File: src/logic/csi_rx_pkg.sv
// csi-2 receiver shared definitions
// widths, data type codes, buffer sizing and the short packet event

package csi_rx_pkg;

   // ------------------------------
   // basic types
   // ------------------------------
   typedef logic [15:0] lane_data_t;   // aligned word, lane 1 in high byte
   typedef logic [5:0]  data_type_t;   // csi-2 data identifier type field

   localparam logic [7:0] SYNC_BYTE = 8'hB8;

   // short packet types
   localparam data_type_t DT_FS = 6'h00;   // frame start
   localparam data_type_t DT_FE = 6'h01;   // frame end
   localparam data_type_t DT_LS = 6'h02;   // line start
   localparam data_type_t DT_LE = 6'h03;   // line end

   // long packet type ranges
   localparam data_type_t DT_NONIMG_LO = 6'h10;
   localparam data_type_t DT_NONIMG_HI = 6'h12;
   localparam data_type_t DT_RAW_LO    = 6'h28;   // raw6
   localparam data_type_t DT_RAW_HI    = 6'h2D;   // raw14

   // event stream entry for short packets
   typedef struct packed {
      data_type_t  dtype;   // short packet type
      logic [15:0] data;    // frame or line number field
   } short_event_t;

   // ------------------------------
   // sizing
   // ------------------------------
   localparam int MAX_PAYLOAD_BYTES = 8192;
   localparam logic [15:0] MAX_COUNT_BYTES = 16'(MAX_PAYLOAD_BYTES + 2);  // payload plus footer
   localparam int BUF_DEPTH = 16;                   // power of two, pointers wrap
   localparam int BUF_PTR_W = $clog2(BUF_DEPTH);
   localparam int BUF_CNT_W = $clog2(BUF_DEPTH + 1);

   // types the receiver accepts, everything else is dropped
   function automatic logic is_allowed_type(input data_type_t dt);
      return dt inside {[DT_FS:DT_LE], [DT_NONIMG_LO:DT_NONIMG_HI],
                        [DT_RAW_LO:DT_RAW_HI]};
   endfunction

endpackage

File: src/logic/csi_rx_hdr_ecc.sv
// csi-2 packet header ecc generator
// hamming parity over the 24 header bits (data id and word count)
// purely combinational, top two ecc bits always zero

`timescale 1ns/10ps

module csi_rx_hdr_ecc (
   input  logic [23:0] data,   // {wc_hi, wc_lo, data id}
   output logic [7:0]  ecc     // expected ecc byte
);

   logic [5:0] p;

   // parity table from the csi-2 spec
   // each parity bit covers a fixed subset of header bits
   always_comb begin
      p[0] = ^{data[0], data[1], data[2], data[4], data[5], data[7],
               data[10], data[11], data[13], data[16],
               data[20], data[21], data[22], data[23]};

      p[1] = ^{data[0], data[1], data[3], data[4], data[6], data[8],
               data[10], data[12], data[14], data[17],
               data[20], data[21], data[22], data[23]};

      p[2] = ^{data[0], data[2], data[3], data[5], data[6], data[9],
               data[11], data[12], data[15], data[18],
               data[20], data[21], data[22]};

      p[3] = ^{data[1], data[2], data[3], data[7], data[8], data[9],
               data[13], data[14], data[15], data[19],
               data[20], data[21], data[23]};

      p[4] = ^{data[4], data[5], data[6], data[7], data[8], data[9],
               data[16], data[17], data[18], data[19],
               data[20], data[22], data[23]};

      p[5] = ^{data[10], data[11], data[12], data[13], data[14], data[15],
               data[16], data[17], data[18], data[19],
               data[21], data[22], data[23]};
   end

   assign ecc = {2'b00, p};   // bits 7:6 reserved

endmodule

File: src/logic/csi_rx_word_aligner.sv
// two lane word aligner
// hunts for the sync byte on both lanes, removes up to one cycle of
// lane skew and emits 16 bit words, lane 0 in the low byte

`timescale 1ns/10ps

module csi_rx_word_aligner
   import csi_rx_pkg::*;
(
   input  logic       clock,
   input  logic       reset,
   input  logic [7:0] lane0_byte,
   input  logic [7:0] lane1_byte,
   input  logic       lane_valid,    // high speed burst active
   input  logic       sync_wait,     // handler idle, wants a sync word
   input  logic       packet_done,   // stop and wait for burst end
   output lane_data_t word,
   output logic       word_valid
);

   typedef enum logic [1:0] {HUNT, STREAM, DRAIN} align_state_t;

   align_state_t state;
   logic [7:0] l0_q, l0_qq, l1_q, l1_qq;   // two stage byte delay lines
   logic       lv_q, lv_qq;
   logic       delay0, delay1;               // lane runs one cycle early
   logic       both_now, l0_early, l1_early, found;
   logic       delay0_n, delay1_n;

   // ------------------------------
   // sync detect on delayed bytes
   // ------------------------------
   always_comb begin
      both_now = lv_q && (l0_q == SYNC_BYTE) && (l1_q == SYNC_BYTE);
      l0_early = lv_q && lv_qq && (l0_qq == SYNC_BYTE) && (l1_q == SYNC_BYTE);
      l1_early = lv_q && lv_qq && (l1_qq == SYNC_BYTE) && (l0_q == SYNC_BYTE);
      found    = (state == HUNT) && sync_wait && (both_now || l0_early || l1_early);
      delay0_n = delay0;                     // keep skew while streaming
      delay1_n = delay1;
      if (state == HUNT) begin
         delay0_n = !both_now && l0_early;   // aligned case wins
         delay1_n = !both_now && !l0_early && l1_early;
      end
   end

   always_ff @(posedge clock) begin          // data path, no reset
      l0_q  <= lane0_byte;
      l1_q  <= lane1_byte;
      l0_qq <= l0_q;
      l1_qq <= l1_q;
      word  <= {delay1_n ? l1_qq : l1_q, delay0_n ? l0_qq : l0_q};
   end

   always_ff @(posedge clock or posedge reset) begin
      if (reset) begin
         state      <= HUNT;
         lv_q       <= 1'b0;
         lv_qq      <= 1'b0;
         delay0     <= 1'b0;
         delay1     <= 1'b0;
         word_valid <= 1'b0;
      end else begin
         lv_q       <= lane_valid;
         lv_qq      <= lv_q;
         word_valid <= 1'b0;
         delay0     <= delay0_n;
         delay1     <= delay1_n;
         case (state)
            HUNT: if (found) begin
               state      <= STREAM;
               word_valid <= 1'b1;           // this word is B8B8
            end
            STREAM: if (packet_done) begin
               state <= DRAIN;               // rest of burst is ignored
            end else if (!lv_q) begin
               state <= HUNT;                // burst ended mid packet
            end else begin
               word_valid <= 1'b1;
            end
            DRAIN: if (!lane_valid) state <= HUNT;   // next burst is fresh
            default: state <= HUNT;
         endcase
      end
   end

endmodule

File: src/logic/csi_rx_byte_counter.sv
// long packet byte counter
// tracks remaining payload plus footer bytes, two bytes per word

`timescale 1ns/10ps

module csi_rx_byte_counter
   import csi_rx_pkg::*;
(
   input  logic        clock,
   input  logic        reset,
   input  logic        count_load,     // header accepted
   input  logic [15:0] count_length,   // word count plus footer
   input  logic        count_step,     // one word consumed
   output logic        count_last      // current word is the final one
);

   logic [15:0] remaining;   // bytes left including the current word
   logic [15:0] capped;

   // oversized word counts are clamped like the payload limit
   assign capped = (count_length > MAX_COUNT_BYTES) ? MAX_COUNT_BYTES : count_length;

   always_ff @(posedge clock or posedge reset) begin
      if (reset) begin
         remaining <= '0;
      end else if (count_load) begin
         if (!count_step)
            remaining <= capped;
         else
            remaining <= (capped > 16'd2) ? capped - 16'd2 : '0;  // first word with load
      end else if (count_step) begin
         remaining <= (remaining > 16'd2) ? remaining - 16'd2 : '0;
      end
   end

   assign count_last = (remaining <= 16'd2);

endmodule

File: src/logic/csi_rx_packet_handler.sv
// csi-2 packet handler
// assembles and checks the packet header, routes long packet payload
// and short packet events, tracks frame and line state
// asks the aligner for a new sync word when idle

`timescale 1ns/10ps

module csi_rx_packet_handler
   import csi_rx_pkg::*;
(
   input  logic         clock,
   input  logic         reset,
   input  lane_data_t   word,           // from aligner
   input  logic         word_valid,
   output logic         sync_wait,      // idle, hunting for sync
   output logic         packet_done,    // one cycle, aligner drains
   output logic         count_load,
   output logic [15:0]  count_length,
   output logic         count_step,
   input  logic         count_last,
   output logic         pay_push,
   output lane_data_t   pay_word,
   output logic         evt_push,
   output short_event_t evt_value,
   output logic         in_frame,
   output logic         in_line,
   output logic         ecc_error
);

   typedef enum logic [2:0] {
      START, SYNC0, SYNC1, HDR_WAIT, LONG_READ, DONE, STOP
   } state_t;

   state_t      state;
   logic [31:0] hdr;            // {ecc, wc_hi, wc_lo, data id}
   logic [23:0] hdr_bits;
   logic [7:0]  expected_ecc;
   data_type_t  hdr_type;
   logic [15:0] hdr_data;       // word count or short packet data
   logic        checking;       // header complete this cycle
   logic        ecc_ok, hdr_ok, long_ok;

   // ------------------------------
   // header decode and checks
   // ------------------------------
   always_comb begin
      checking     = (state == HDR_WAIT);
      hdr_bits     = hdr[23:0];
      hdr_type     = hdr[5:0];
      hdr_data     = hdr[23:8];
      ecc_ok       = (hdr[31:24] == expected_ecc);
      hdr_ok       = ecc_ok && is_allowed_type(hdr_type) && (hdr[7:6] == 2'b00);  // vc 0 only
      long_ok      = hdr_ok && (hdr_type > 6'h0F);
      count_length = hdr_data + 16'd2;                    // footer included
      count_load   = checking && long_ok;
      count_step   = word_valid && (count_load || (state == LONG_READ));
   end

   csi_rx_hdr_ecc i_ecc (
      .data (hdr_bits),
      .ecc  (expected_ecc)
   );

   assign sync_wait   = (state == START);
   assign packet_done = (state == DONE);

   // header shift and payload capture, no reset on data
   always_ff @(posedge clock) begin
      if (word_valid) hdr <= {word, hdr[31:16]};   // second word lands on top
      pay_word        <= word;
      evt_value.dtype <= hdr_type;
      evt_value.data  <= hdr_data;
   end

   // ------------------------------
   // packet FSM
   // ------------------------------
   always_ff @(posedge clock or posedge reset) begin
      if (reset) begin
         state <= START;
      end else begin
         case (state)
            START:    if (word_valid && word == {SYNC_BYTE, SYNC_BYTE}) state <= SYNC0;
            SYNC0:    if (word_valid) state <= SYNC1;   // di and wc low
            SYNC1:    if (word_valid) state <= HDR_WAIT;  // wc high and ecc
            HDR_WAIT: begin
               if (!long_ok)
                  state <= DONE;                        // short or rejected
               else if (word_valid && count_length <= 16'd2)
                  state <= DONE;                        // empty payload, footer only
               else
                  state <= LONG_READ;
            end
            LONG_READ: if (word_valid && count_last) state <= DONE;   // footer word
            DONE:     state <= STOP;
            STOP:     state <= START;
            default:  state <= START;
         endcase
      end
   end

   // ------------------------------
   // output pushes and status
   // ------------------------------
   always_ff @(posedge clock or posedge reset) begin
      if (reset) begin
         pay_push  <= 1'b0;
         evt_push  <= 1'b0;
         ecc_error <= 1'b0;
         in_frame  <= 1'b0;
         in_line   <= 1'b0;
      end else begin
         // footer word is the one with count_last, never pushed
         pay_push  <= word_valid &&
                      ((count_load && count_length > 16'd2) ||
                       (state == LONG_READ && !count_last));
         evt_push  <= checking && hdr_ok && !long_ok;
         ecc_error <= checking && !ecc_ok;     // single cycle pulse
         if (checking && hdr_ok && hdr_type == DT_FS)
            in_frame <= 1'b1;
         else if (checking && hdr_ok && hdr_type == DT_FE)
            in_frame <= 1'b0;
         if (count_load)
            in_line <= 1'b1;
         else if (state == DONE)
            in_line <= 1'b0;
      end
   end

endmodule

File: src/logic/csi_rx_stream_buffer.sv
// stream output buffer
// small circular FIFO with valid/ready output, the sensor side cannot
// stall so a push into a full buffer is lost and flagged

`timescale 1ns/10ps

module csi_rx_stream_buffer
   import csi_rx_pkg::*;
#(
   parameter type payload_t = lane_data_t
) (
   input  logic     clock,
   input  logic     reset,
   input  logic     push,
   input  payload_t push_data,
   output payload_t out_data,
   output logic     out_valid,
   input  logic     out_ready,
   output logic     overflow     // sticky until reset
);

   payload_t             mem [BUF_DEPTH];
   logic [BUF_PTR_W-1:0] wr_ptr, rd_ptr;
   logic [BUF_CNT_W-1:0] count;        // occupancy
   logic                 full, wr_en, pop;

   always_comb begin
      full  = (count == BUF_CNT_W'(BUF_DEPTH));
      wr_en = push && !full;            // drop when full
      pop   = out_valid && out_ready;
   end

   // ------------------------------
   // storage
   // ------------------------------
   always_ff @(posedge clock) begin
      if (wr_en) mem[wr_ptr] <= push_data;
   end

   assign out_data  = mem[rd_ptr];     // head entry, stable until popped
   assign out_valid = (count != '0);

   always_ff @(posedge clock or posedge reset) begin
      if (reset) begin
         wr_ptr   <= '0;
         rd_ptr   <= '0;
         count    <= '0;
         overflow <= 1'b0;
      end else begin
         if (wr_en) wr_ptr <= wr_ptr + 1'b1;   // wraps at depth
         if (pop)   rd_ptr <= rd_ptr + 1'b1;
         case ({wr_en, pop})
            2'b10:   count <= count + 1'b1;
            2'b01:   count <= count - 1'b1;
            default: count <= count;
         endcase
         if (push && full) overflow <= 1'b1;
      end
   end

endmodule

File: src/logic/csi_rx_top.sv
// two lane csi-2 receiver packet layer
// aligner, packet handler, byte counter and the payload and event
// output buffers

`timescale 1ns/10ps

module csi_rx_top
   import csi_rx_pkg::*;
(
   input  logic        clock,
   input  logic        reset,
   input  logic [7:0]  lane0_byte,
   input  logic [7:0]  lane1_byte,
   input  logic        lane_valid,
   // payload stream
   output lane_data_t  payload_data,
   output logic        payload_valid,
   input  logic        payload_ready,
   // short packet event stream
   output data_type_t  event_type,
   output logic [15:0] event_data,
   output logic        event_valid,
   input  logic        event_ready,
   // status
   output logic        in_frame,
   output logic        in_line,
   output logic        ecc_error,
   output logic        payload_overflow,
   output logic        event_overflow
);

   lane_data_t   word, pay_word;
   logic         word_valid, sync_wait, packet_done;
   logic         count_load, count_step, count_last;
   logic [15:0]  count_length;
   logic         pay_push, evt_push;
   short_event_t evt_value, evt_out;

   // ------------------------------
   // front end
   // ------------------------------
   csi_rx_word_aligner i_aligner (
      .clock, .reset, .lane0_byte, .lane1_byte, .lane_valid,
      .sync_wait, .packet_done, .word, .word_valid
   );

   csi_rx_packet_handler i_handler (
      .clock, .reset, .word, .word_valid, .sync_wait, .packet_done,
      .count_load, .count_length, .count_step, .count_last,
      .pay_push, .pay_word, .evt_push, .evt_value,
      .in_frame, .in_line, .ecc_error
   );

   csi_rx_byte_counter i_counter (
      .clock, .reset, .count_load, .count_length, .count_step, .count_last
   );

   // ------------------------------
   // output buffers
   // ------------------------------
   csi_rx_stream_buffer #(.payload_t(lane_data_t)) i_pay_buf (
      .clock, .reset, .push(pay_push), .push_data(pay_word),
      .out_data(payload_data), .out_valid(payload_valid),
      .out_ready(payload_ready), .overflow(payload_overflow)
   );

   csi_rx_stream_buffer #(.payload_t(short_event_t)) i_evt_buf (
      .clock, .reset, .push(evt_push), .push_data(evt_value),
      .out_data(evt_out), .out_valid(event_valid),
      .out_ready(event_ready), .overflow(event_overflow)
   );

   assign event_type = evt_out.dtype;   // split the event fields
   assign event_data = evt_out.data;

endmodule

File: config.mk
export PLATFORM = sky130hd
export DESIGN_NAME = csi_rx_top
export DESIGN_NICKNAME = d
export VERILOG_FILES = /design/src/logic/csi_rx_pkg.sv /design/src/logic/csi_rx_hdr_ecc.sv /design/src/logic/csi_rx_word_aligner.sv /design/src/logic/csi_rx_byte_counter.sv /design/src/logic/csi_rx_packet_handler.sv /design/src/logic/csi_rx_stream_buffer.sv /design/src/logic/csi_rx_top.sv
export SDC_FILE = /design/constraint.sdc
export NUM_CORES = 1
export LEC_CHECK = 0
export BUFFER_PORTS_ARGS = -buffer_cell sky130_fd_sc_hd__buf_2
export CORE_ASPECT_RATIO = 1.5
export CORE_MARGIN = 1
export CORE_UTILIZATION = 45
export DETAILED_ROUTE_END_ITERATION = 10
export PLACE_DENSITY = 0.58
export SYNTH_ARGS = -nofsm -noshare
export SYNTH_HDL_FRONTEND = slang
export SYNTH_HIERARCHICAL = 1
export SYNTH_SLANG_ARGS = --single-unit
export TNS_END_PERCENT = 100
File: constraint.sdc
create_clock -name clock -period 10.2 [get_ports clock]
set_clock_uncertainty 0.2 [all_clocks]
set_input_delay 0 -clock clock [delete_from_list [all_inputs] [get_ports clock]]
set_output_delay 0 -clock clock [all_outputs]
set_load 0.1 [all_outputs]
==> results.py <==
metrics = {
    "run_status": {
        "outcome": "completed",
    },
    "layout": {
        "final_layout_size_suffix_gt1_share_pct": 21.8,
        "final_nets": 1976,
        "fin_cells": 2891,
        "multi_input_area_um2": 8580,
        "regArea_um2": 22400,
        "syn2layout_area_growth_pct": 12.9,
        "fillCellCount": 5597,
        "utilization_pct": 51.5,
    },
    "timing": {
        "min_period_ns": 5.69,
        "max-slew-margin-rel_pct": 30.8,
        "max_slew.worst_pin.slew_ns": 1.04,
        "rsz0062_at_grt": "no",
        "layout_worst_path_cycle_share_pct": 55.8,
        "hold_violations": 0,
        "drv_slew": 0,
        "setup_tns_ns": 0,
        "setup_viol": 0,
        "clock.fmax_mhz": 176,
        "whs_ns": 0.0369,
    },
    "worst_setup_path": {
        "cp.arrival_ns": 5.97,
        "critPathCaptureType": "register",
        "path_max_fanout": 23,
        "worstSetupStartpoint": "i_handler/hdr[20]$_DFFE_PP_",
        "r2r_cells": 14,
        "cp-start-kind": "register",
        "r2r_start": "i_handler/hdr[20]$_DFFE_PP_",
        "critPathRequiredTime_ns": 10.48,
        "path_class": "register to register",
    },
    "global_route": {
        "grt_pass1_vias": 17200,
        "track_usage_pct": 20.9,
        "gr-total-overflow": 0,
        "antenna_found_initial": 0,
        "grt_pass1_wl_mm": 109,
        "grt_start_max_net_pins": 115,
    },
    "clock_network": {
        "cts_hold_buf": 38,
        "cts_buffers": 74,
        "clock-root-buffer": "clkbuf_16",
        "cts.sink_count": 785,
        "clockBufferDepth": 3,
        "clock_latency_ns": 0.62,
        "cts_tree": "built",
        "htreeDepth": 3,
        "clkTransAtPathRegs_ns": 0.07,
        "cts_setup_buffers": 0,
        "cts_resized": 0,
    },
    "power": {
        "ir_drop_mv": 0.342,
        "swShare_pct": 37.6,
        "total_power_w": 0.00954,
        "power.clock.fraction_pct": 28.3,
        "switchingPower_w": 0.00359,
        "internal-power_w": 0.00595,
        "leakage_nw": 12.4,
        "power_density_nw_per_um2": 267,
        "power_frac_seq_pct": 38.5,
        "power_frac_comb_pct": 33.3,
    },
    "synthesis": {
        "synth_flop_cell": "edfxtp_1",
        "synth-edff-count": 640,
        "async_reset_ff_share_pct": 7.52,
        "ys_seq_area_share_pct": 71.0,
        "syn_avg_cell_area_um2": 17.7,
        "syn_inst": 1787,
        "synth_seq_cells": 785,
        "yosys_warnings": 6,
        "synth_cell_types": 94,
        "mappedNetlistArea_um2": 31600,
    },
    "floorplanning": {
        "core_area_um2": 69200,
        "rows": 118,
        "die_height_um": 327,
        "io_pins": 66,
        "die_w_um": 218,
        "dieArea_um2": 71300,
        "start_util_pct": 45.6,
    },
    "worst_hold_path": {
        "hp-class": "input pin to register",
        "hold_path_depth": 4,
        "hp-start": "lane_valid",
    },
    "route": {
        "wl_per_cell_um": 25.2,
        "dr.first_iter.drc_count": 1202,
        "dr.pass1.iters": 6,
        "ant_nets": 0,
        "drc": 0,
        "wl_mm": 73.0,
        "vias": 16500,
        "routed_via_density": 5.71,
    },
    "placed_design": {
        "port_buffers": 65,
        "place_hpwl_mm": 44.2,
        "gp_congestion": 0.864,
        "dp.cells": 2718,
    },
    "job": {
        "maxCapViolations": 0,
    },
}
[cell usage in the layout (no fill, tap or decap), drive strengths merged, types with 5 or more instances in the layout]
master	n
edfxtp	640
mux2i	160
buf	112
clkbuf	104
dfxtp	86
nand2	78
mux4	76
a221oi	76
dfrtp	59
o21ai	58
nor2	48
xnor2	47
a22oi	40
dlygate4sd3	38
inv	36
xor2	28
nor3	26
ha	21
mux2	20
nor4	20
clkinv	18
nand3	17
a21oi	16
nand4	14
o22ai	10
xnor3	10
nand2b	9
a21o	8
or3	8
nor2b	7
nand3b	6
or4	6
bufinv	5
a31o	5
a211oi	5
or2	5
and2	5
[per-stage QoR]
step / setup WS [ns] / instance area [µm²]
2_1_floorplan: 5.60 / 31600
3_3_place_gp: 4.63 / 32900
3_5_place_dp: 4.56 / 32900
4_1_cts: 4.53 / 35700
5_1_grt: 4.12 / 35700
6_report: 4.51 / 35700
[kinds of logic after synthesis]
family / Yosys count / share of synthesized area (%)
other: 1 / 0.0119
flip-flops: 785 / 71.0
XOR/XNOR: 87 / 2.97
AO/OA/AOI/OAI: 252 / 6.92
buffers and inverters: 113 / 2.26
AND/OR/NAND/NOR: 270 / 4.72
adder cells (fa/ha/maj): 23 / 0.958
multiplexers: 256 / 11.2
[layer usage]
metal / part of all wire, % / track usage [%] / vias up / routed length, µm
li1: - / - / 7412 / -
met1: 37 / 23.3 / 8540 / 26700
met2: 56 / 39.8 / 404 / 41000
met3: 3.9 / 2.55 / 143 / 2860
met4: 3.2 / 8.30 / 0 / 2360
met5: 0 / 0 / - / 0
[path summary, 6_finish.rpt]
| kind | endpoint | slack, ns |
|---|---|---|
| max | i_counter/remaining[10]$_DFFE_PP0P_ | 4.51 |
| min | i_aligner/state[1]$_DFFE_PP0P_ | 0.04 |
| max reg2reg | i_counter/remaining[10]$_DFFE_PP0P_ | 4.51 |
| min reg2reg | i_aligner/l0_qq[0]$_DFF_P_ | 0.16 |
| max in group asynchronous | i_counter/remaining[5]$_DFFE_PP0P_ | 8.76 |
| min in group asynchronous | i_aligner/lv_qq$_DFF_PP0_ | 0.43 |
[final cells by class]
class / instances / share of cell area (%)
Antenna cell: 1 / 0.00702
Timing Repair Buffer: 150 / 3.00
Multi-Input combinational cell: 890 / 24.0
Clock buffer: 104 / 5.77
Sequential cell: 785 / 62.9
Tap cell: 900 / 3.16
Clock inverter: 30 / 0.821
Inverter: 31 / 0.326
[flip-flops by register name, summed over array words and instances (netlist names), 2 cells and up]
| name | flops |
|---|---|
| i_aligner/state | 2 |
| i_aligner/l0_qq | 8 |
| i_handler/state | 3 |
| i_pay_buf/rd_ptr | 4 |
| i_aligner/l1_qq | 8 |
| i_aligner/l0_q | 8 |
| i_evt_buf/count | 5 |
| i_handler/hdr | 32 |
| i_evt_buf/rd_ptr | 4 |
| i_aligner/l1_q | 8 |
| i_pay_buf/mem | 256 |
| i_counter/remaining | 16 |
| i_handler/evt_value | 22 |
| i_aligner/word | 16 |
| i_pay_buf/count | 5 |
| i_evt_buf/mem | 352 |
| i_handler/pay_word | 16 |
| i_evt_buf/wr_ptr | 4 |
| i_pay_buf/wr_ptr | 4 |
[critical path, cell delays in order (launching register included)]
cell       delay [ns]
edfxtp_1         0.56
xor2_1           0.21
xnor3_1          0.43
xnor3_1          0.41
xor2_1           0.17
nor4_1           0.65
nand4_1          0.33
nor3_2           0.19
buf_4            0.31
o21a_1           0.59
or4b_2           0.71
nor2_1           0.22
and4_1           0.21
a2111oi_0        0.06
a211o_1          0.30
[cell usage after synthesis, types with 13 or more instances]
| master | number | share of area, % |
|---|---|---|
| mux2i_1 | 160 | 5.1 |
| buf_6 | 16 | 0.57 |
| mux2_2 | 18 | 0.64 |
| nor2_1 | 48 | 0.57 |
| nor4_1 | 16 | 0.32 |
| buf_2 | 13 | 0.21 |
| o21ai_0 | 54 | 0.86 |
| edfxtp_1 | 640 | 61 |
| nor3_1 | 25 | 0.40 |
| xnor2_1 | 46 | 1.3 |
| inv_1 | 29 | 0.34 |
| a221oi_2 | 48 | 2.3 |
| xor2_1 | 28 | 0.78 |
| a22oi_1 | 39 | 0.93 |
| buf_4 | 22 | 0.52 |
| nand4_1 | 14 | 0.28 |
| clkbuf_1 | 21 | 0.25 |
| nand3_1 | 16 | 0.25 |
| ha_1 | 21 | 0.83 |
| a21oi_1 | 15 | 0.24 |
| dfrtp_1 | 59 | 4.7 |
| nand2_1 | 78 | 0.93 |
| dfxtp_1 | 86 | 5.4 |
| mux4_2 | 76 | 5.4 |
| a221oi_1 | 28 | 0.78 |
[power groups by stage]
stage	Combinational (W)	Sequential [W]	Clock, W
floorplan	0.00278	0.00361	0
global placement	0.00318	0.00374	0
detailed placement	0.00319	0.00375	0
CTS	0.00321	0.00368	0.00276
global route	0.00335	0.00369	0.00287
finish	0.00317	0.00367	0.00270
Power figures use the tool's default switching activity.
